**src/glb_pkg.sv**
```systemverilog
// ##############################
// global buffer sizes, vector types
// and address field helpers
// ##############################

package glb_pkg;

// tiles in the chain, tile 0 sits next to the host port
localparam int NUM_TILES = 4;

// tile field, upper bits of a word address
localparam int TILE_SEL_ADDR_WIDTH = 2;

// word address inside one bank, 256 words per tile
localparam int BANK_ADDR_WIDTH = 8;

// full word address
localparam int GLB_ADDR_WIDTH = TILE_SEL_ADDR_WIDTH + BANK_ADDR_WIDTH;

// one data word
localparam int DATA_WIDTH = 32;

// tile number
typedef logic [TILE_SEL_ADDR_WIDTH-1:0] tile_id_t;

// address within a bank
typedef logic [BANK_ADDR_WIDTH-1:0] bank_addr_t;

// tile field + bank address
typedef logic [GLB_ADDR_WIDTH-1:0] glb_addr_t;

// data word
typedef logic [DATA_WIDTH-1:0] glb_data_t;

// tile that owns a word address
function automatic tile_id_t tile_of(input glb_addr_t addr);
    return addr[GLB_ADDR_WIDTH-1 -: TILE_SEL_ADDR_WIDTH];
endfunction

// word offset inside the owning bank
function automatic bank_addr_t bank_addr_of(input glb_addr_t addr);
    return addr[BANK_ADDR_WIDTH-1:0];
endfunction

endpackage

```
**src/glb_host_bridge.sv**
```systemverilog
// ##############################
// host port, four-phase req/ack
// to chain packets
// ##############################

`timescale 1ns/100ps

module glb_host_bridge (
    input  logic               clk,
    input  logic               reset,

    // host side
    input  logic               req,
    input  logic               we,
    input  glb_pkg::glb_addr_t addr,
    input  glb_pkg::glb_data_t wdata,
    output logic               ack,
    output glb_pkg::glb_data_t rdata,

    // eastbound into tile 0
    output logic               wr_en_w2e_esto,
    output glb_pkg::glb_addr_t wr_addr_w2e_esto,
    output glb_pkg::glb_data_t wr_data_w2e_esto,
    output logic               rdrq_en_w2e_esto,
    output glb_pkg::glb_addr_t rdrq_addr_w2e_esto,

    // westbound response out of tile 0
    input  logic               rdrs_valid,
    input  glb_pkg::glb_data_t rdrs_data
);

typedef enum logic [2:0] {
    st_idle,
    st_send,
    st_wait_rsp,
    st_done,
    st_release
} state_t;

state_t state;
state_t state_next;

// captured host request
logic               we_q;
glb_pkg::glb_addr_t addr_q;
glb_pkg::glb_data_t wdata_q;

always_ff @(posedge clk or posedge reset) begin
    if (reset) begin
        state <= st_idle;
    end else begin
        state <= state_next;
    end
end

always_comb begin
    state_next = state;
    case (state)
        st_idle: begin
            if (req) begin
                state_next = st_send;
            end
        end
        // writes finish on launch
        st_send: state_next = we_q ? st_done : st_wait_rsp;
        // read latency depends on the owning tile
        st_wait_rsp: begin
            if (rdrs_valid) begin
                state_next = st_done;
            end
        end
        // ack high until host drops req
        st_done: begin
            if (!req) begin
                state_next = st_release;
            end
        end
        st_release: state_next = st_idle;
        default: state_next = st_idle;
    endcase
end

// request capture and read data latch
always_ff @(posedge clk) begin
    if (state == st_idle && req) begin
        we_q    <= we;
        addr_q  <= addr;
        wdata_q <= wdata;
    end
    if (state == st_wait_rsp && rdrs_valid) begin
        rdata <= rdrs_data;
    end
end

// one-cycle packet in send
assign wr_en_w2e_esto     = (state == st_send) && we_q;
assign wr_addr_w2e_esto   = addr_q;
assign wr_data_w2e_esto   = wdata_q;
assign rdrq_en_w2e_esto   = (state == st_send) && !we_q;
assign rdrq_addr_w2e_esto = addr_q;

assign ack = (state == st_done);

// host must keep req up until it sees ack
req_held: assert property (@(posedge clk) disable iff (reset)
    (state == st_send || state == st_wait_rsp) |-> req)
    else $error("host dropped req before ack");

endmodule

```
**config.mk**
```make
export PLATFORM = sky130hd
export DESIGN_NAME = glb_host_bridge
export DESIGN_NICKNAME = d
export VERILOG_FILES = /design/src/glb_pkg.sv /design/src/glb_host_bridge.sv
export SDC_FILE = /design/constraint.sdc
export NUM_CORES = 1
export LEC_CHECK = 0
export BUFFER_PORTS_ARGS = -buffer_cell sky130_fd_sc_hd__buf_2
export CAP_MARGIN = 10
export CORE_UTILIZATION = 43
export CTS_BUF_LIST = sky130_fd_sc_hd__clkbuf_2
export DETAILED_ROUTE_END_ITERATION = 8
export GPL_TIMING_DRIVEN = 0
export PLACE_DENSITY_LB_ADDON = 0.08
export SYNTH_ARGS = -nofsm -noshare
export SYNTH_HDL_FRONTEND = slang
export SYNTH_SLANG_ARGS = --single-unit
```
**constraint.sdc**
```tcl
create_clock -name clk -period 3.7 [get_ports clk]
set_input_delay 0.185 -clock clk [delete_from_list [all_inputs] [get_ports clk]]
set_output_delay 0.185 -clock clk [all_outputs]
set_load 0.005 [all_outputs]
```
==> out/metrics.yaml <==
cells_and_area:
  syn2layout_area_growth_pct: 73.57
  num_antenna_cells: 0
  final_cell_mix: "165 x buf_2, 77 x dlygate4sd3_1, 75 x edfxtp_1"
  layout-drive-gt1-share: 0.5355
  final_common_cell: "buf_2"
  layout.nets: 440
  post-route-util: 0.7843
global_routing:
  grt.total_usage: 0.2022
  grt_pass1_wl_um: 8873
  first_global_vias: 1914
  overflow: 0
  grt_max_degree: 33
  antenna_found_initial: 0
worst_setup_path:
  cp.required_ns: 3.90
  path_class: "reg2reg"
  r2r_slack_ns: 1.64
  crit_slowest_cell: "nor3b_4"
  worst-endpoint-arrival_ns: 2.26
  regToRegStartpoint: "state[0]"
  end_kind: "flop"
  cp-start-kind: "flop"
  r2r-end: "rdrq_addr_w2e_esto[0]"
  crit_fanout: 18
  cpPeakStageDelay_ns: 0.60
  reg2regPathDepth: 4
  worstPathCellList: "or2_1, nor3b_4, buf_16, buf_8"
timing:
  tns_ns: 0
  rsz0062_at_grt: "false"
  min_period_over_period: 0.5559
  slew_headroom: 0.4247
  hold_violations: 0
  maxSlewViolCount: 0
  clock.fmax_mhz: 486.2
  worst_pin_slew_ns: 0.8609
  setup-violations-final: 0
  fin_crit_ns: 2.057
  finClkSkew_ns: 0.01913
clocking:
  root_buffer: "clkbuf_2"
  clk_latency_ns: 0.48
  path_clk_slew_ns: 0.20
  cts.sink_count: 78
  cts_tree: "built"
  cts-buffers-inserted: 9
  clk_path_buf_depth: 2
  cts_max_level: 3
  cts_resized: 0
hold_path:
  holdPathStages: 3
  hold_path_class: "in2reg"
  worstHoldStart: "rdrs_valid"
  hold_end: "state[0]"
placed_design:
  port_buffers: 165
  gp_congestion: 0.7514
  dp_hpwl_um: 3716
detailed_routing:
  drc_errors: 0
  via_per_inst: 4.331
  antenna_left: 0
  drt-wirelength-per-cell_um: 13.94
  num_vias: 1897
  wl_um: 6104
  detailedRoute.firstIterationViolations: 114
  first_pass_iters: 5
floorplanning:
  fp.dieW_um: 78.54
  die_h_um: 78.54
  io_pins: 166
  initial_core_util: 0.4519
  core.rowCount: 27
  core_sq_um: 5574
  die-area_sq_um: 6168
flow_run:
  drv_cap: 0
yosys:
  synth.distinct_cells: 15
  synth-seq-area-share: 0.9240
  postSynthCellCount: 106
  synth-compound-area-share: 0.002484
  ys_warn_count: 0
  synthesis.nets: 185
  synth-simple-area-share: 0.02832
  synthXorXnorAreaFrac: 0
  synthMuxAreaShare: 0.007948
  synth_fa_ha_area_frac: 0
  synth_top_family_by_area: "buffers and inverters"
  avgSynthCellArea_sq_um: 23.76
  yosys_register_bits: 78
  syn_area_sq_um: 2519
power_and_ir_drop:
  power.leakage_nw: 1.900
  power.density_nw_per_um2: 492.6
  ir_worst_vdd_v: 0.0003461
status:
  outcome: "completed"
## where the power goes
part / internal, W / leakage, nW / switching, W / total [W]
logic: 0.000259 / 1.11 / 0.000251 / 0.000510
registers: 0.00117 / 0.726 / 0.0000422 / 0.00121
clock network: 0.000151 / 0.0675 / 0.000282 / 0.000433
## worst max-delay path by stage
stage	start	to	slack, ns	cells past startpoint
final	state[0]	rdrq_addr_w2e_esto[0]	1.64	4
after floorplan	state[0]	rdrq_addr_w2e_esto[0]	0.88	2
after detailed placement	state[0]	wr_data_w2e_esto[21]	1.67	4
after global placement	state[0]	wr_data_w2e_esto[28]	0.25	2
after global routing	state[0]	rdrq_addr_w2e_esto[3]	1.53	4
after CTS	state[0]	rdrq_addr_w2e_esto[7]	1.63	4
## per-layer routing
layer / routed length [um] / vias to the layer above / global-route usage
li1: - / 909 / -
met1: 2111 / 871 / 0.1917
met2: 3387 / 99 / 0.3817
met3: 392 / 18 / 0.05814
met4: 213 / 0 / 0.1148
met5: 0 / - / 0
## synth_stat cells (all sizes together)
| library cell | n | area share |
|---|---|---|
| nand2 | 1 | 0.0015 |
| nor3 | 3 | 0.0060 |
| nand2b | 1 | 0.0025 |
| mux2i | 2 | 0.0079 |
| dfrtp | 3 | 0.030 |
| or2 | 1 | 0.0025 |
| inv | 2 | 0.0030 |
| buf | 11 | 0.034 |
| and3b | 1 | 0.0035 |
| edfxtp | 75 | 0.89 |
| o22ai | 1 | 0.0025 |
| nor3b | 2 | 0.0079 |
| nor2 | 3 | 0.0045 |
## final cells by class
type | count | area [sq um]
tap | 72 | 90.09
buffer | 11 | 86.33
multi-input combinational | 15 | 111.4
fill | 347 | 1202
sequential | 78 | 2327
timing repair buffer | 244 | 1639
clock buffer | 9 | 45.04
clock inverter | 7 | 65.06
inverter | 2 | 7.507
## registers in the layout, indices dropped and copies added, names as in the netlist
register,flops
state,3
rdrq_addr_w2e_esto,10
we_q,1
wr_data_w2e_esto,32
rdata,32
## critical path: cells and delay by family, from the launching register on
family                 cells  cell delay (ns)
buffers and inverters      2             0.40
DFF                        1             0.45
and+or+nand+nor            2             0.93
## cells by family after synthesis
family / after synthesis
flops: 78
buf+inv: 13
mux: 2
compound gates: 1
simple gates: 12
## through the flow
step / setup slack [ns] / hold WS, ns / power (W) / instance area, sq um / std cells
final: 1.643 / 0.06548 / 0.002154 / 4372 / 438
after global routing: 1.526 / 0.02828 / 0.002267 / 4372 / 438
after CTS: 1.633 / 0.006505 / 0.002166 / 4372 / 438
after detailed placement: 1.666 / 0.05872 / 0.001677 / 3491 / 345
after global placement: 0.2533 / 0.05435 / 0.001635 / 3435 / 343
after floorplan: 0.8774 / -0.06136 / 0.001421 / 2519 / 106
## timing repair
action | 4_1_cts | 5_1_grt
hold buffers | 77 | 0
endpoints found under the hold margin | 79 | 0
buffers inserted | 0 | 0
No activity file was read; power rests on OpenSTA's default activity.
